File: src/verilog/bus_pkg.sv
`default_nettype none

package bus_pkg;

    // shared word memory geometry
    localparam int MEM_WORDS = 1024;
    localparam int ADDR_W    = $clog2(MEM_WORDS);
    localparam int DATA_W    = 32;

    typedef logic [ADDR_W-1:0] addr_t;
    typedef logic [DATA_W-1:0] data_t;

    // requester tag, one bit per port
    typedef logic [0:0] port_t;
    localparam port_t PORT_HOST = 1'b0;
    localparam port_t PORT_DMA  = 1'b1;
    localparam int    NUM_PORTS = 2;

    // credit depths
    localparam int PORT_CREDITS    = 2;
    localparam int MEM_QUEUE_DEPTH = 4;
    localparam int PORT_PTR_W      = $clog2(PORT_CREDITS);
    localparam int MEM_PTR_W       = $clog2(MEM_QUEUE_DEPTH);

    // counters that reach the full depth need one extra bit
    typedef logic [$clog2(PORT_CREDITS+1)-1:0]    port_cred_t;
    typedef logic [$clog2(MEM_QUEUE_DEPTH+1)-1:0] mem_cred_t;

    // requester side, 44 bits
    typedef struct packed {
        logic  valid;
        logic  write;
        addr_t addr;
        data_t data;
    } mem_req_t;

    // arbiter to memory, carries the port tag, 45 bits
    typedef struct packed {
        logic  valid;
        logic  write;
        port_t port;
        addr_t addr;
        data_t data;
    } mem_tagged_req_t;

    // data is don't care on a write ack, 35 bits
    typedef struct packed {
        logic  valid;
        logic  write;
        port_t port;
        data_t data;
    } mem_rsp_t;

endpackage

`default_nettype wire

File: src/verilog/dma_pkg.sv
`default_nettype none

package dma_pkg;

    // host register map
    typedef logic [2:0] reg_addr_t;
    localparam reg_addr_t REG_SRC    = 3'd0;
    localparam reg_addr_t REG_DST    = 3'd1;
    localparam reg_addr_t REG_LEN    = 3'd2;
    localparam reg_addr_t REG_CTRL   = 3'd3;
    localparam reg_addr_t REG_STATUS = 3'd4;

    // wide enough to copy the whole memory
    typedef logic [10:0] len_t;

    typedef struct packed {
        bus_pkg::addr_t src;
        bus_pkg::addr_t dst;
        len_t           len;
    } dma_cfg_t;

    // status word layout
    localparam int STATUS_BUSY_BIT = 0;
    localparam int STATUS_DONE_BIT = 1;

    typedef enum logic [1:0] {
        DMA_IDLE,
        DMA_COPY,
        DMA_FINISH
    } dma_state_t;

    // interrupt stretch, counter holds the cycles left after fin
    localparam int IRQ_HOLD_CYCLES = 3;
    typedef logic [$clog2(IRQ_HOLD_CYCLES)-1:0] irq_cnt_t;

    // engine read data buffer
    localparam int ENG_BUF_DEPTH = 4;
    localparam int ENG_PTR_W     = $clog2(ENG_BUF_DEPTH);
    typedef logic [ENG_PTR_W:0] buf_cnt_t;

endpackage

`default_nettype wire

File: src/verilog/dma_regs.sv
`timescale 1ns/1ps
`default_nettype none

module dma_regs (
    input  logic              clk,
    input  logic              rst,
    input  logic              reg_wr_i,
    input  dma_pkg::reg_addr_t reg_addr_i,
    input  bus_pkg::data_t    reg_wdata_i,
    output bus_pkg::data_t    reg_rdata_o,
    input  logic              busy_i,
    input  logic              fin_i,
    output logic              start_o,
    output dma_pkg::dma_cfg_t cfg_o,
    output logic              irq_o
);
    import bus_pkg::*;
    import dma_pkg::*;

    logic     done_q;
    logic     ctrl_go;
    irq_cnt_t irq_cnt;

    // a start already in flight counts as busy too
    assign ctrl_go = reg_wr_i && (reg_addr_i == REG_CTRL) && reg_wdata_i[0]
                     && !busy_i && !start_o;

    always_ff @(posedge clk or posedge rst) begin
        if (rst) begin
            cfg_o   <= '0;
            start_o <= 1'b0;
            done_q  <= 1'b0;
        end else begin
            start_o <= ctrl_go;
            if (reg_wr_i && reg_addr_i == REG_SRC) begin
                cfg_o.src <= addr_t'(reg_wdata_i);
            end
            if (reg_wr_i && reg_addr_i == REG_DST) begin
                cfg_o.dst <= addr_t'(reg_wdata_i);
            end
            if (reg_wr_i && reg_addr_i == REG_LEN) begin
                cfg_o.len <= len_t'(reg_wdata_i);
            end
            // sticky done, set wins over a clear
            if (fin_i) begin
                done_q <= 1'b1;
            end else if (reg_wr_i && reg_addr_i == REG_STATUS) begin
                done_q <= 1'b0;
            end
        end
    end

    // fin opens the pulse, counter keeps it up
    always_ff @(posedge clk or posedge rst) begin
        if (rst) begin
            irq_cnt <= '0;
        end else if (fin_i) begin
            irq_cnt <= irq_cnt_t'(IRQ_HOLD_CYCLES - 1);
        end else if (irq_cnt != '0) begin
            irq_cnt <= irq_cnt - 1'b1;
        end
    end

    assign irq_o = fin_i || (irq_cnt != '0);

    // combinational register read
    always_comb begin
        reg_rdata_o = '0;
        case (reg_addr_i)
            REG_SRC: reg_rdata_o = data_t'(cfg_o.src);
            REG_DST: reg_rdata_o = data_t'(cfg_o.dst);
            REG_LEN: reg_rdata_o = data_t'(cfg_o.len);
            REG_STATUS: begin
                reg_rdata_o[STATUS_BUSY_BIT] = busy_i;
                reg_rdata_o[STATUS_DONE_BIT] = done_q;
            end
            default: reg_rdata_o = '0;
        endcase
    end

    // engine busy comes back two cycles after the CTRL write
    a_no_start_busy: assert property (@(posedge clk) disable iff (rst)
        !(start_o && busy_i))
        else $error("start issued while engine busy");

endmodule

`default_nettype wire

File: config.mk
export PLATFORM = sky130hd
export DESIGN_NAME = dma_regs
export DESIGN_NICKNAME = d
export VERILOG_FILES = /design/src/verilog/bus_pkg.sv /design/src/verilog/dma_pkg.sv /design/src/verilog/dma_regs.sv
export SDC_FILE = /design/constraint.sdc
export NUM_CORES = 1
export LEC_CHECK = 0
export ABC_AREA = 1
export BUFFER_PORTS_ARGS = -buffer_cell sky130_fd_sc_hd__buf_2
export CORE_MARGIN = 2
export CORE_UTILIZATION = 47
export DETAILED_ROUTE_END_ITERATION = 6
export PLACE_DENSITY = 0.9
export SLEW_MARGIN = 25
export SYNTH_ARGS = -nofsm -noshare
export SYNTH_HDL_FRONTEND = slang
export SYNTH_SLANG_ARGS = --single-unit
File: constraint.sdc
create_clock -name clk -period 2.4 [get_ports clk]
set_input_delay 0.48 -clock clk [delete_from_list [all_inputs] [get_ports clk]]
set_output_delay 0.48 -clock clk [all_outputs]
set_load 0.02 [all_outputs]
; ---- Word level (Yosys, flattened, before mapping)
; Index checks and enable logic that the tools add are counted.
[totals]
ff_bits = 35
out_inout_bits = 65
[classes]
n_addsub = 1
n_eq_ne = 4
muxes = 6
reduce_logical = 15
[ops]
columns = operator, count
row1 = $pmux W9 S3, 1
row2 = $logic_and A1 B1 Y1, 8
row3 = $pmux W2 S4, 1
row4 = $eq A3 B2 Y1 const B, 2
row5 = $reduce_bool A2 Y1, 3
row6 = $mux W2, 2
row7 = $eq A3 B1 Y1 const B, 1
row8 = $eq A3 B3 Y1 const B, 1
row9 = $logic_not A3 Y1, 1
row10 = $logic_not A1 Y1, 2
row11 = $mux W1, 2
row12 = $sub A2 B1 Y2 const B, 1
row13 = $logic_or A1 B1 Y1, 1

; ---- Depth between registers and ports, before layout
[depth]
ltp_word = 5
ltp_mapped = 7

; ---- Worst setup path before layout
; No wires, ideal clock.
[synth_timing]
path_type = input -> output
start = input port reg_addr_i[0]
end = output port reg_rdata_o[2]
t_arrival_ns = 1.065
setup_slack_ns = 0.855
cell_stages = 5
n_path_buf = 0
cell_sequence = nor2_4 -> nand2_2 -> inv_2 -> nand2_1 -> nand3_1
[synth_via]
elab_chain_cells = 2
word_cells_on_any_way = 4
[synth_rtl]
columns = item, line
row1 = from (decl), dma_regs.sv:8  ; input dma_pkg::reg_addr_t reg_addr_i,
row2 = "$eq A3 B2 Y1, or another cell as far along", dma_regs.sv:69  ; case (reg_addr_i)
row3 = $pmux W9 S3 (*), dma_regs.sv:69
row4 = to (decl), dma_regs.sv:10  ; output bus_pkg::data_t reg_rdata_o,
; Mark *: on every way between the ends. The rest lies on a longest branch, timed or not.

; ---- Worst setup path after layout
[layout_timing]
start = input port reg_addr_i[1]
end = output port reg_rdata_o[3]
; The elaborated chain is that of the path after synthesis.

==> impl_metrics.py <==
metrics = {
    "clocking": {
        "cts.sinks": 35,
        "cts_root_buf": "clkbuf_8",
        "cts_resized": 0,
        "h-tree-depth": 2,
        "cts.path.max_buffers": 2,
        "cts_tree": "yes",
        "worstSkewPairLatency_ns": 0.28,
        "cts_buffers": 5,
        "path_clk_slew_ns": 0.07,
        "cts_hold_buf": 0,
        "post_cts_buffers": 0,
    },
    "sta": {
        "hold_viol_final": 0,
        "fmax_mhz": 500,
        "finClkSkew_ns": 0.000358,
        "timing.hold.ws_ns": 0.266,
        "period_share_pct": 83.3,
        "min_period_ns": 2.00,
        "finalSetupViolCount": 0,
        "worst_pin_slew_ns": 0.549,
        "final.setup.tns_ns": 0,
        "grt_setup_unrepaired": "no",
        "maxSlewViolCount": 0,
        "relSlewSlack_pct": 63.4,
    },
    "global_route": {
        "grt_pass1_wl_mm": 7.12,
        "grt.total_usage_pct": 21.6,
        "grt_pass1_vias": 1546,
        "antenna_found_initial": 0,
        "grt_max_degree": 36,
        "grt_overflow": 0,
    },
    "yosys": {
        "synth_most_common_cell": "nand2_1",
        "yosys.area.top_type": "dfrtp_1",
        "ys_top_cells_by_area": "dfrtp_1 (48%), nand2_1 (24%), buf_4 (9.0%)",
        "yosys-top-cells-count": "nand2_1 (119), dfrtp_1 (35), nand3_1 (27), buf_4 (22), inv_1 (11)",
        "synthArstFlopShare_pct": 100,
        "synth.top_cell.area_share_pct": 47.6,
        "yosys_warnings": 0,
        "synth_top_flop_cell": "dfrtp_1",
        "synth-edff-count": 0,
        "avgSynthCellArea_um2": 7.60,
        "netlist_area_um2": 1840,
        "seq_area_frac_synth_pct": 47.6,
        "synthMuxAreaShare_pct": 0,
        "yosys_register_bits": 35,
        "yosys.area_share.simple_pct": 37.1,
        "synth_compound_area_share_pct": 0.544,
        "synth_top_family_by_area": "simple AND/OR/NAND/NOR gates",
        "synth-adder-area-share_pct": 0.680,
        "synth_xor_area_share_pct": 0,
        "synth_cell_types": 18,
        "synthCells": 242,
    },
    "cells_and_area": {
        "syn_to_final_growth_pct": 20.1,
        "n_antenna_cell": 0,
        "drive_gt1_share_pct": 27.9,
        "multi_input_area_um2": 785,
        "fin_nets": 348,
        "fill_cells": 367,
        "seqCellArea_um2": 876,
    },
    "min_path": {
        "min_path_type": "in2async",
    },
    "critical_path": {
        "critPathKind": "in2out",
        "end_kind": "output pin",
        "arrival_ns": 1.52,
        "critPathMaxStageDelay_ns": 0.34,
        "crit_required_ns": 1.92,
        "crit_slowest_cell": "nor2_4",
        "critPathMaxFanout": 17,
        "crit_chain": "buf_2 -> inv_2 -> nand2_2 -> nor2_4 -> nand2_1 -> nand3_1 -> buf_2",
        "critPathTopFamily": "simple AND/OR/NAND/NOR gates",
        "critPathBufInv": 3,
        "cp_common_cell": "buf_2",
        "startpoint_type": "input port",
    },
    "detailed_routing": {
        "routedWlPerCell_um": 12.4,
        "drc": 0,
        "drt_first_pass_iters": 4,
        "routed_wl_mm": 4.41,
        "vias_per_cell": 4.75,
        "postRouteAntennaNets": 0,
        "vias": 1692,
        "first_iter_violations": 78,
    },
    "floorplanning": {
        "die_h_um": 66.6,
        "fp.dieArea_um2": 4430,
        "coreArea_um2": 3720,
        "die_x_um": 66.6,
        "ios": 105,
        "rows": 22,
        "start_util_pct": 49.5,
    },
    "power_and_ir_drop": {
        "power_density_nw_per_um2": 815,
        "leakage_nw": 1.32,
        "ir_drop_mv": 0.537,
    },
    "place": {
        "globalplace.congestion": 0.815,
        "dp_hpwl_mm": 3.06,
        "port_buffers": 62,
    },
    "flow_run": {
        "drv_cap": 0,
    },
    "run_status": {
        "status": "finished, final reports clean",
    },
}
==> layout make-up <==
class	count	area share (%)
Timing Repair Buffer	64	14.7
Sequential cell	35	39.7
Clock inverter	1	0.340
Multi-Input combinational cell	186	35.5
Inverter	15	2.66
Clock buffer	7	4.36
Tap cell	48	2.72
==> per-layer routing <==
| metal | part of all wire, % | global-route usage, % |
|---|---|---|
| met4 | 2.4 | 7.91 |
| met3 | 8.7 | 7.26 |
| met1 | 41 | 26.4 |
| met2 | 48 | 35.5 |
| met5 | 0 | 0 |
==> layout by cell type (no fill, tap or decap), types with 3 or more instances in the layout <==
cell type and count:
nand2_1 119, buf_2 62, dfrtp_1 35, nand3_1 27, conb_1 21, inv_1 11
clkbuf_8 7, nand2_2 6, inv_2 3, nor2_1 3
==> path summary, 6_finish.rpt <==
check,from,to,slack (ns),cells after the start
setup / recovery,reg_addr_i[1],reg_rdata_o[3],0.40,7
hold / removal,rst,cfg_o[28],0.27,3
setup reg to reg,irq_cnt[0],irq_cnt[1],1.38,5
hold reg to reg,done_q,done_q,0.47,2
max in group asynchronous,rst,start_o,1.81,3
min in group clk,busy_i,start_o,0.36,2
==> through the flow <==
step	util, %	worst slack, ns	power (mW)	cell area [µm²]	cells
final	59.4	0.402	1.80	2210	356
after global routing	59.4	0.261	1.92	2210	356
after CTS	59.4	0.396	1.81	2210	356
after detailed placement	56.6	0.397	1.34	2100	348
after global placement	56.6	0.383	1.32	2100	348
after floorplan	-	0.855	1.17	1910	262
==> worst min-delay path, stage by stage <==
cell,delay (ns)
buf_2,0.09
inv_1,0.04
buf_4,0.37
==> kinds of logic after synthesis <==
family | Yosys count
adders and majority gates | 1
DFF | 35
other | 1
AOI/OAI and AO/OA | 2
buffers and inverters | 41
and+or+nand+nor | 162
==> flip-flops by register name, summed over array words and instances, names as in the netlist <==
name	count
cfg_o	31
done_q	1
irq_cnt	2
start_o	1
==> report_power, final <==
part           total (mW)  internal (mW)  switching, mW
sequential          0.787          0.704         0.0834
clock               0.475          0.261          0.214
combinational       0.539          0.168          0.371
total                1.80           1.13          0.668
No activity file was read; power rests on OpenSTA's default activity.
