## src/verilog/bus_pkg.sv

```systemverilog
`default_nettype none

package bus_pkg;

    // shared word memory geometry
    localparam int MEM_WORDS = 1024;
    localparam int ADDR_W    = $clog2(MEM_WORDS);
    localparam int DATA_W    = 32;

    typedef logic [ADDR_W-1:0] addr_t;
    typedef logic [DATA_W-1:0] data_t;

    // requester tag, one bit per port
    typedef logic [0:0] port_t;
    localparam port_t PORT_HOST = 1'b0;
    localparam port_t PORT_DMA  = 1'b1;
    localparam int    NUM_PORTS = 2;

    // credit depths
    localparam int PORT_CREDITS    = 2;
    localparam int MEM_QUEUE_DEPTH = 4;
    localparam int PORT_PTR_W      = $clog2(PORT_CREDITS);
    localparam int MEM_PTR_W       = $clog2(MEM_QUEUE_DEPTH);

    // counters that reach the full depth need one extra bit
    typedef logic [$clog2(PORT_CREDITS+1)-1:0]    port_cred_t;
    typedef logic [$clog2(MEM_QUEUE_DEPTH+1)-1:0] mem_cred_t;

    // requester side, 44 bits
    typedef struct packed {
        logic  valid;
        logic  write;
        addr_t addr;
        data_t data;
    } mem_req_t;

    // arbiter to memory, carries the port tag, 45 bits
    typedef struct packed {
        logic  valid;
        logic  write;
        port_t port;
        addr_t addr;
        data_t data;
    } mem_tagged_req_t;

    // data is don't care on a write ack, 35 bits
    typedef struct packed {
        logic  valid;
        logic  write;
        port_t port;
        data_t data;
    } mem_rsp_t;

endpackage

`default_nettype wire

```

## src/verilog/dma_pkg.sv

```systemverilog
`default_nettype none

package dma_pkg;

    // host register map
    typedef logic [2:0] reg_addr_t;
    localparam reg_addr_t REG_SRC    = 3'd0;
    localparam reg_addr_t REG_DST    = 3'd1;
    localparam reg_addr_t REG_LEN    = 3'd2;
    localparam reg_addr_t REG_CTRL   = 3'd3;
    localparam reg_addr_t REG_STATUS = 3'd4;

    // wide enough to copy the whole memory
    typedef logic [10:0] len_t;

    typedef struct packed {
        bus_pkg::addr_t src;
        bus_pkg::addr_t dst;
        len_t           len;
    } dma_cfg_t;

    // status word layout
    localparam int STATUS_BUSY_BIT = 0;
    localparam int STATUS_DONE_BIT = 1;

    typedef enum logic [1:0] {
        DMA_IDLE,
        DMA_COPY,
        DMA_FINISH
    } dma_state_t;

    // interrupt stretch, counter holds the cycles left after fin
    localparam int IRQ_HOLD_CYCLES = 3;
    typedef logic [$clog2(IRQ_HOLD_CYCLES)-1:0] irq_cnt_t;

    // engine read data buffer
    localparam int ENG_BUF_DEPTH = 4;
    localparam int ENG_PTR_W     = $clog2(ENG_BUF_DEPTH);
    typedef logic [ENG_PTR_W:0] buf_cnt_t;

endpackage

`default_nettype wire

```

## src/verilog/dma_engine.sv

```systemverilog
`timescale 1ns/1ps
`default_nettype none

module dma_engine (
    input  logic              clk,
    input  logic              rst,
    input  logic              start_i,
    input  dma_pkg::dma_cfg_t cfg_i,
    output logic              busy_o,
    output logic              fin_o,
    output bus_pkg::mem_req_t req_o,
    input  logic              credit_i,
    input  bus_pkg::mem_rsp_t rsp_i
);
    import bus_pkg::*;
    import dma_pkg::*;

    dma_state_t state_q;
    dma_cfg_t   cfg_q;
    port_cred_t cred_q;
    len_t       rd_cnt;
    len_t       wr_cnt;
    len_t       ack_cnt;
    len_t       ack_cnt_nx;
    buf_cnt_t   rd_out;
    buf_cnt_t   buf_cnt;
    data_t      buf_q [ENG_BUF_DEPTH];
    logic [ENG_PTR_W-1:0] buf_wr_ptr;
    logic [ENG_PTR_W-1:0] buf_rd_ptr;
    logic       can_issue;
    logic       issue_rd;
    logic       issue_wr;
    logic       rd_rsp;
    logic       wr_ack;

    // only this port's responses are routed here
    assign rd_rsp     = rsp_i.valid && !rsp_i.write;
    assign wr_ack     = rsp_i.valid && rsp_i.write;
    assign ack_cnt_nx = ack_cnt + len_t'(wr_ack);

    // writes drain the buffer first
    assign can_issue = (state_q == DMA_COPY) && (cred_q != '0);
    assign issue_wr  = can_issue && (buf_cnt != '0);
    // reads in flight plus buffered words stay within the buffer
    assign issue_rd  = can_issue && !issue_wr && (rd_cnt < cfg_q.len)
                       && ((rd_out + buf_cnt) < buf_cnt_t'(ENG_BUF_DEPTH));

    // write addresses follow read order, one word each
    always_comb begin
        req_o.valid = issue_rd || issue_wr;
        req_o.write = issue_wr;
        req_o.addr  = issue_wr ? addr_t'(cfg_q.dst + wr_cnt)
                               : addr_t'(cfg_q.src + rd_cnt);
        req_o.data  = buf_q[buf_rd_ptr];
    end

    assign busy_o = (state_q != DMA_IDLE);
    assign fin_o  = (state_q == DMA_FINISH);

    always_ff @(posedge clk or posedge rst) begin
        if (rst) begin
            state_q    <= DMA_IDLE;
            cred_q     <= port_cred_t'(PORT_CREDITS);
            rd_cnt     <= '0;
            wr_cnt     <= '0;
            ack_cnt    <= '0;
            rd_out     <= '0;
            buf_cnt    <= '0;
            buf_wr_ptr <= '0;
            buf_rd_ptr <= '0;
        end else begin
            // one credit per request, returned by the arbiter
            cred_q  <= cred_q - port_cred_t'(req_o.valid) + port_cred_t'(credit_i);
            rd_out  <= rd_out + buf_cnt_t'(issue_rd) - buf_cnt_t'(rd_rsp);
            buf_cnt <= buf_cnt + buf_cnt_t'(rd_rsp) - buf_cnt_t'(issue_wr);
            if (rd_rsp) begin
                buf_wr_ptr <= buf_wr_ptr + 1'b1;
            end
            if (issue_wr) begin
                buf_rd_ptr <= buf_rd_ptr + 1'b1;
            end
            case (state_q)
                DMA_IDLE: begin
                    if (start_i) begin
                        state_q <= DMA_COPY;
                        rd_cnt  <= '0;
                        wr_cnt  <= '0;
                        ack_cnt <= '0;
                    end
                end
                DMA_COPY: begin
                    if (issue_rd) begin
                        rd_cnt <= rd_cnt + 1'b1;
                    end
                    if (issue_wr) begin
                        wr_cnt <= wr_cnt + 1'b1;
                    end
                    ack_cnt <= ack_cnt_nx;
                    // zero length falls straight through
                    if (ack_cnt_nx == cfg_q.len) begin
                        state_q <= DMA_FINISH;
                    end
                end
                default: state_q <= DMA_IDLE;
            endcase
        end
    end

    // latched config and read data
    always_ff @(posedge clk) begin
        if (start_i && state_q == DMA_IDLE) begin
            cfg_q <= cfg_i;
        end
        if (rd_rsp) begin
            buf_q[buf_wr_ptr] <= rsp_i.data;
        end
    end

    a_cred_bound: assert property (@(posedge clk) disable iff (rst)
        cred_q <= port_cred_t'(PORT_CREDITS))
        else $error("engine holds more credits than slots");

    a_buf_no_overflow: assert property (@(posedge clk) disable iff (rst)
        !(rd_rsp && !issue_wr && buf_cnt == buf_cnt_t'(ENG_BUF_DEPTH)))
        else $error("read data buffer overflow");

endmodule

`default_nettype wire

```

## config.mk

```make
export PLATFORM = sky130hd
export DESIGN_NAME = dma_engine
export DESIGN_NICKNAME = d
export VERILOG_FILES = /design/src/verilog/bus_pkg.sv /design/src/verilog/dma_pkg.sv /design/src/verilog/dma_engine.sv
export SDC_FILE = /design/constraint.sdc
export NUM_CORES = 1
export LEC_CHECK = 0
export BUFFER_PORTS_ARGS = -buffer_cell sky130_fd_sc_hd__buf_4
export CORE_ASPECT_RATIO = 1.5
export CORE_UTILIZATION = 55
export CTS_CLUSTER_DIAMETER = 200
export DETAILED_ROUTE_END_ITERATION = 8
export HOLD_SLACK_MARGIN = 0.05
export PLACE_DENSITY = 0.79
export SYNTH_ARGS = -nofsm -noshare
export SYNTH_HDL_FRONTEND = slang
export SYNTH_SLANG_ARGS = --single-unit
```

## constraint.sdc

```tcl
create_clock -name clk -period 4.6 [get_ports clk]
set_input_delay 0 -clock clk [delete_from_list [all_inputs] [get_ports clk]]
set_output_delay 0 -clock clk [all_outputs]
set_load 0.05 [all_outputs]
```

# == Word level (Yosys, flattened, before mapping) ==
# Memories as Yosys holds them, arrays and structs flattened.
# Index checks and enable logic that the tools add are counted.
# op_classes
order_cmp,2
n_reduce_logical,20
n_eq_ne,7
n_addsub,14
muxes,12
# op_table
cell,n
$pmux 11 s2,3
$mux 11,3
$add 11x1->11 const B,2
$add 10x10->10,2
$add 11x1->11,1
$eq 11x11->1,1
$lt 11x11->1,1
$mux 10,1
$logic_and 1x1->1,8
$add 3x1->3,2
$ne 2x2->1 const B,3
$reduce_and 3->1,2
$reduce_bool 2->1,3
$sub 3x1->3,2
$add 2x1->2 const B,2
$mux 2,2
$pmux 2 s2,1
$reduce_and 2->1,2
$add 3x3->3,1
$lt 3x3->1 const B,1
$reduce_bool 3->1,1
$add 2x1->2,1
$eq 2x1->1 const B,1
$eq 2x2->1 const B,1
other kinds (6),8
# totals
memories,1
wordCells,68
reg_bits,78
out_inout_bits,46
ramBits,128
inputBits,70
# memory_table
memory,depth,word_bits,read_ports,rd_clocked_by_memory_dff,wr,line,source
buf_q,4,32,1,0,1,dma_engine.sv:27,data_t buf_q [ENG_BUF_DEPTH];

# == Logic depth before layout (Yosys ltp) ==
# Gate-level depths: netlist of run 1.
# depth
ltp_word,10
mapped_depth,12
depth_no_buf,12

# == Least setup slack after synthesis of run 1 ==
# OpenSTA, ideal clock, no wires.
# synth_timing
kind,reg-to-reg
startpoint,register rd_cnt[3]
endpoint,register rd_out[2]
n_path_buf,0
t_arrival_ns,2.676
path_stages_with_launch,12
t_required_ns,4.477
setup_time_ns,0.123
setup_slack_ns,1.802
period_less_slack_ns,2.798
cell_sequence,dfrtp_1 > ha_1 > nor4_1 > o21ai_1 > a311o_2 > a21oi_4 > inv_1 > ha_1 > inv_1 > ha_1 > fa_1 > xnor2_1
# synth_via
elab_chain_len,5
# synth_rtl
item,line,source
"start, declared",dma_engine.sv:21,len_t rd_cnt;
"start signal, assigned",dma_engine.sv:93,rd_cnt <= rd_cnt + 1'b1;
$lt 11x11->1,dma_engine.sv:45,assign issue_rd = can_issue && !issue_wr && (rd_cnt < cfg_q.len)
$logic_and 1x1->1,dma_engine.sv:45,
$logic_and 1x1->1,dma_engine.sv:46,&& ((rd_out + buf_cnt) < buf_cnt_t'(ENG_BUF_DEPTH));
$add 3x1->3,dma_engine.sv:74,rd_out <= rd_out + buf_cnt_t'(issue_rd) - buf_cnt_t'(rd_rsp);
$sub 3x1->3,dma_engine.sv:74,
"end signal, assigned",dma_engine.sv:74,
"end, declared",dma_engine.sv:25,buf_cnt_t rd_out;
# Every way passes these cells.
# A chain may end at the register's enable or synchronous reset.

# == Worst setup path after layout of run 1 ==
# Ends and elaborated chain as after synthesis.

==> results.md, run 1 <==
* Max-Slew Margin vs Limit at ~51%
* CP endpoint kind: flop
* Tightest Pin Transition at approximately 0.74 ns
* Detailed-route via count at 5985
* Seq/Total Area, Yosys at 62.91%
* CP Launch Type: flop
* Setup-failing EPs final at 0
* Antenna violations before repair at 0
* Starting DRT DRC Count at between 300 and 400
* FILL cells at approximately 1000
* Final worst-path cycle share at a little under 70%
* Crit path largest cell delay at between 0.5 and 0.6 ns
* Setup TNS at 0 ns
* Leak pwr at ~4.6 nW
* Crit path DAT at approximately 3.6 ns
* I/O Pins at between 100 and 150
* First-pass GRT wire length at roughly 31000 um
* PortBufs at approximately 110
* Post-synth ARST share at 22.44%
* Die area at roughly 18000 sq um
* Total core area at between 15000 and 20000 sq um
* Gpl congestion at around 0.87
* CTS resizes at 0
* Global route total overflow at 0
* Skew-Pair Late Insertion Delay at around 0.50 ns
* Count of final hold-check violations at 0
* Skew final at about 0.013 ns
* Critical Path, Cell by Cell: ha_1, nor4_1, o21ai_1, a311o_2, a21oi_4, inv_1, ha_1, inv_1, ha_1, fa_1, xnor2_1
* Total setup buffers inserted after CTS at 0
* Drt pass-1 iters at 5
* Htree depth at 1
* Ant. Diodes at 0
* Antenna Violating Nets Remaining at 0
* Worst Path Class, Setup: reg -> reg
* Area Overhead vs Synth at 26.08%
* Share of cells above drive strength 1 at about a quarter
* Row count at 58
* Synthesis Warnings at 0
* Die Span X at around 110 um
* Vias per cell at about 5.7
* Cell Area, Synth at between 9000 and 10000 sq um
* RSZ-0062 raised after global routing: false
* DR DRC count at 0
* Period minus WS final at 3.166 ns
* Synth area leader: edfxtp_1
* Buf/Inv on CP at 2
* GR Util All Layers at a little under a quarter
* Outcome: complete, no violations
* Yosys top cell area share at approximately 51%
* WL per Instance at roughly 19 um
* Max Fclk at around 320 MHz
* Yosys cell types at between 50 and 60
* Number of synthesized flops with an enable pin at between 150 and 200
* Starting Density at 56.20%
* Synth Flop Type: edfxtp_1
* Commonest cells post-synth: edfxtp_1 (159), dfrtp_1 (45), ha_1 (43)
* Multi-input gate area in the final layout at roughly 3300 sq um
* Clk sinks at 205
* Most area-consuming cells after synthesis: edfxtp_1 (51%), dfrtp_1 (12%), mux4_2 (7.6%)
* Maximum VDD drop at approximately 0.00066 V
* Most instantiated library cell after synthesis: edfxtp_1
* Worst Path Required at approximately 5 ns
* CP dominant cell by count: ha_1
* PwrDens at roughly 630 nW/um^2
* Nets at around 940
* Synth Area per Inst at about 15 sq um
* FF+latch count, synth at about 210
* Worst Hold Class: in -> reg
* CP delay by family, top: adder cells
* Cell count after synthesis at 630
* Largest net degree at the start of global routing at 47
* Max-cap violations at 0
* Max clock buf depth at 3
* Worst-path clk slew at ~0.06 ns
* Root Buffer: clkbuf_16
* HPWL Detailed at between 10000 and 15000 um
* Storage element area at ~5900 sq um
* Total wire length at between 15000 and 20000 um
* CTS tree: done
* Inserted Clock Buffers at 20
* Final core occ at between 70% and 80%
* Die height at ~160 um
* CP Max Fanout at 9
* Slew Viols, Final at 0
* CP max stage cell: a311o_2
* Net Count, Synth at around 750
* Vias in the first global route at about 6500
-- cells in the final DEF (no fill, tap or decap), types with 28 or more instances in the layout --
cell type | synthesis | final
ha_1 | 43 | 43
dlygate4sd3_1 | 0 | 68
buf_4 | 1 | 123
dfrtp_1 | 45 | 44
xnor2_1 | 36 | 36
edfxtp_1 | 159 | 159
nand2_1 | 36 | 36
inv_1 | 37 | 36
mux4_2 | 32 | 32
nor2_1 | 28 | 28
-- worst paths after layout --
kind / start / to / slack [ns] / cells after the start
max reg2reg: rd_cnt[3] / rd_out[2] / 1.43 / 11
min in group asynchronous: rst / wr_cnt[4] / 0.22 / 4
min reg2reg: cred_q[1] / cred_q[1] / 0.49 / 1
max: rd_cnt[3] / rd_out[2] / 1.43 / 11
max in group asynchronous: rst / buf_rd_ptr[0] / 3.94 / 4
min: start_i / rd_cnt[7] / 0.15 / 4
-- layer usage --
layer | track usage [%] | vias up | part of all wire (%)
met3 | 3.170 | 55 | 5.3
met2 | 43.14 | 238 | 55
met1 | 25.33 | 2934 | 36
met5 | 0 | - | 0
li1 | - | 2758 | -
met4 | 9.828 | 0 | 3.7
-- power breakdown --
part	switching [mW]	leakage (nW)	total [mW]	internal, mW
clock	0.683	0.328	1.71	1.03
combinational	2.03	2.28	3.23	1.20
sequential	0.242	2.04	2.54	2.30
-- final cells by class --
cell class / instances / share of cell area (%)
Multi-Input combinational cell: 366 / 27.41
Timing Repair Buffer: 191 / 13.50
Clock buffer: 28 / 4.729
Inverter: 38 / 1.201
Tap cell: 210 / 2.212
Clock inverter: 8 / 1.043
Sequential cell: 205 / 49.91
-- worst reg2reg max path: stages, from the launching register on --
cell	delay, ns
dfrtp_1	0.44
ha_1	0.24
nor4_1	0.31
o21ai_1	0.12
a311o_2	0.51
a21oi_4	0.29
inv_1	0.10
ha_1	0.28
inv_1	0.04
ha_1	0.18
fa_1	0.38
xnor2_1	0.14
-- sequential cells by signal, summed over array words and instances, names as in the netlist --
| name | cells |
|---|---|
| buf_wr_ptr | 2 |
| wr_cnt | 10 |
| cred_q | 2 |
| buf_q | 128 |
| state_q | 2 |
| buf_rd_ptr | 2 |
| buf_cnt | 3 |
| rd_cnt | 11 |
| rd_out | 3 |
| cfg_q | 31 |
| ack_cnt | 11 |
-- per-stage QoR --
stage / hold slack, ns / instances / cell area (sq um) / worst slack [ns] / total power, mW
final: 0.1482 / 1046 / 11880 / 1.434 / 7.482
after global routing: 0.1724 / 1046 / 11880 / 1.277 / 7.847
after CTS: 0.1556 / 1046 / 11880 / 1.425 / 7.532
after detailed placement: 0.1795 / 942 / 10510 / 1.448 / 5.766
after global placement: 0.1787 / 942 / 10510 / 1.598 / 5.652
after floorplan: 0.09887 / 630 / 9422 / 1.802 / 4.908
-- cells by family after synthesis --
family | after synthesis | synth area share, %
AOI/OAI and AO/OA | 94 | 7.225
xor gates and xnor gates | 50 | 4.648
adders and majority gates | 47 | 6.561
buffers and inverters | 59 | 2.536
DFF | 205 | 62.91
muxes | 43 | 8.831
and+or+nand+nor | 132 | 7.291
-- what timing repair did --
action / 4_1_cts / 5_1_grt
hold buffers: 68 / 0
hold endpoints to repair: 209 / 0
setup endpoints to repair: 0 / 0
(Power assumes the default switching activity.)
==> run 2, diff against run 1 <==
ABC_AREA = 1   (was default)
CORE_UTILIZATION = 53   (was 55)
PLACE_DENSITY = 0.8   (was 0.79)
clock period = 2.83 ns   (was 4.6 ns; I/O delays follow)
==> results.md, run 2 <==
* Outcome: finished with violations
* Failing checks: design-rule violations
* Total core area at about 17000 sq um
* Skew final at around 0.011 ns
* Worst r2r dst: rd_out[2]
* First-pass GRT wire length at between 30000 and 40000 um
* Starting DRT DRC Count at around 470
* Largest net degree at the start of global routing at 66
* Worst Path Class, Setup: reg -> out
* Period minus WS final at ~2.7 ns
* Max FFs per register at 128
* Leak pwr at a little over 5 nW
* Synth Flop Type: edfxtp_1
* Crit path DAT at 2.65 ns
* Drt pass-1 iters at 9
* Detailed-route via count at 7226
* Largest regs: buf_q x128, cfg_q x31
* Clk sinks at slightly above 200
* Crit path largest cell delay at 0.41 ns
* Yosys top cell area share at about half
* Antenna violations before repair at 0
* PortBufs at 114
* Tightest Pin Transition at approximately 0.94 ns
* HPWL Detailed at 13510 um
* Number of synthesized flops with an enable pin at 159
* Commonest cells post-synth: edfxtp_1 (159), nand2_1 (128), nor2_1 (110)
* FILL cells at 1218
* GR Util All Layers at between 20% and 30%
* Share of cells above drive strength 1 at around 17%
* Maximum VDD drop at about 0.00079 V
* Cell Area, Synth at ~9600 sq um
* Synthesis Warnings at 0
* Htree depth at 1
* RSZ-0062 raised after global routing: false
* Most instantiated library cell after synthesis: edfxtp_1
* Most area-consuming cells after synthesis: edfxtp_1 (50%), dfrtp_1 (12%), ha_1 (5.6%)
* Ant. Diodes at 0
* Die height at 166.8 um
* CP Launch Type: flop
* Root Buffer: clkbuf_16
* Synth Area per Inst at 10.67 sq um
* Die area at ~19000 sq um
* Die Span X at 111.8 um
* Net Count, Synth at a little over 1000
* Gpl congestion at between 0.8 and 0.9
* Hold_sp: cfg_i[22]
* Inst Count DP at around 1200
* Post-route worst setup slack at roughly 0.18 ns
* CP endpoint kind: output pin
* Total wire length at approximately 22000 um
* Skew-Pair Late Insertion Delay at ~0.49 ns
* Max clock buf depth at 3
* Max-cap violations at 0
* Post-route insts no fill at roughly 1300
* Worst R2R Path Depth at 10
* DR DRC count at 10
* PwrDens at approximately 1100 nW/um^2
* Hold endpoint: cfg_q[22]
* Reg with most FFs: buf_q
* Vias per cell at about 5.5
* Worst-path clk slew at about 0.060 ns
* Starting Density at between 50% and 60%
* Critical Path, Cell by Cell: ha_1, inv_1, fa_1, inv_1, a21oi_1, o21ai_2, inv_1, o21ai_1, xor2_1, nand2_1, nand2_1, buf_4
* CP max stage cell: dfrtp_1
* Max Fclk at ~380 MHz
* Setup TNS at 0 ns
* Slew Viols, Final at 0
* Vias in the first global route at 7115
* CP dominant cell by count: inv_1
* DP Worst Slack at between 0.2 and 0.3 ns
* Antenna Violating Nets Remaining at 0
* Seq/Total Area, Yosys at between 60% and 70%
* Worst Path Required at 2.83 ns
* CP Max Fanout at 5
* Most common cell after layout, fill and taps aside: edfxtp_1
* Worst Hold Class: in -> reg
* Hold Path Cell Cnt at 2
* Synth area leader: edfxtp_1
* Yosys cell types at 37
* Max-Slew Margin vs Limit at 37.43%
* Setup-failing EPs final at 0
* Cell count after synthesis at 899
* Count of final hold-check violations at 0
* Area Overhead vs Synth at 26.57%
* Worst r2r src: rd_cnt[2]
* Inserted Clock Buffers at 20
* Multi-input gate area in the final layout at about 3200 sq um
* Nets at 1214
* Worst hold margin at 0.2288 ns
* Post-synth ARST share at approximately 22%
* Row count at between 50 and 60
* Global route total overflow at 0
* Final worst-path cycle share at between 90% and 100%
* I/O Pins at 116
* WL per Instance at 16.41 um
* Storage element area at roughly 6000 sq um
* Reg-to-reg slack, setup at 0.29 ns
* Most frequent cells in the layout: edfxtp_1 (159), buf_4 (134), nand2_1 (128), nor2_1 (105), o21ai_0 (92)
* FF+latch count, synth at 205
* CTS tree: done
* Overall power at 13.15 mW
-- run 2: worst max-delay path, delay by kind of cell (launching register included) --
kind                     cells  cell delay (ns)
flip-flops                   1             0.41
AND/OR/NAND/NOR              2             0.14
adder cells (fa/ha/maj)      2             0.62
XOR/XNOR                     1             0.20
buffers and inverters        4             0.41
AO/OA/AOI/OAI                3             0.38
-- run 2: layer usage --
layer / up-vias / global-route usage, % / wire length, um
li1: 3515 / - / -
met1: 3469 / 26.01 / 8406
met2: 210 / 44.45 / 11780
met3: 32 / 3.202 / 1048
met4: 0 / 8.108 / 491
met5: - / 0 / 0
-- run 2: cells by family after synthesis --
family | after synthesis | synth area share, %
flops | 205 | 61.80
fa+ha+maj | 47 | 6.445
mux | 1 | 0.1044
buf+inv | 121 | 4.905
xor+xnor | 25 | 2.283
simple gates | 332 | 14.96
compound gates | 168 | 9.498
-- run 2: layout make-up --
cell class                 count  area share (%)
timing repair buffer         204           14.14
sequential                   205           48.85
tap                          213           2.195
clock buffer                  25           4.535
multi-input combinational    573           26.44
inverter                      93           2.876
clock inverter                11          0.9689
-- run 2: per-stage QoR --
stage | instance area, sq um | utilization [%]
global route | 12140 | 69.38
detailed placement | 10770 | 61.53
finish | 12140 | 69.38
CTS | 12120 | 69.30
global placement | 10770 | 61.53
floorplan | 9590 | -
-- run 2: repair_timing --
action | CTS | global route
endpoints found under the hold margin | 219 | 0
resized for setup | 1 | 4
pin swaps | 0 | 1
endpoints found under the setup margin | 1 | 2
setup buffers | 0 | 1
hold buffers | 69 | 0
-- run 2: worst max-delay path by stage --
stage	to	slack, ns	cells past startpoint	start
after floorplan	rd_out[2]	0.24	14	buf_cnt[1]
after global placement	rd_out[2]	0.35	13	buf_cnt[1]
after detailed placement	rd_out[2]	0.30	13	buf_cnt[1]
after CTS	req_o[40]	0.07	12	rd_cnt[0]
after global routing	req_o[38]	0.004	10	wr_cnt[0]
final	req_o[40]	0.18	12	rd_cnt[0]
-- run 2: power by group --
| group | leakage [nW] | total, mW | internal [mW] | switching (mW) |
|---|---|---|---|---|
| combinational | 2.68 | 6.39 | 1.95 | 4.44 |
| sequential | 2.03 | 4.06 | 3.77 | 0.284 |
| clock | 0.319 | 2.70 | 1.58 | 1.13 |
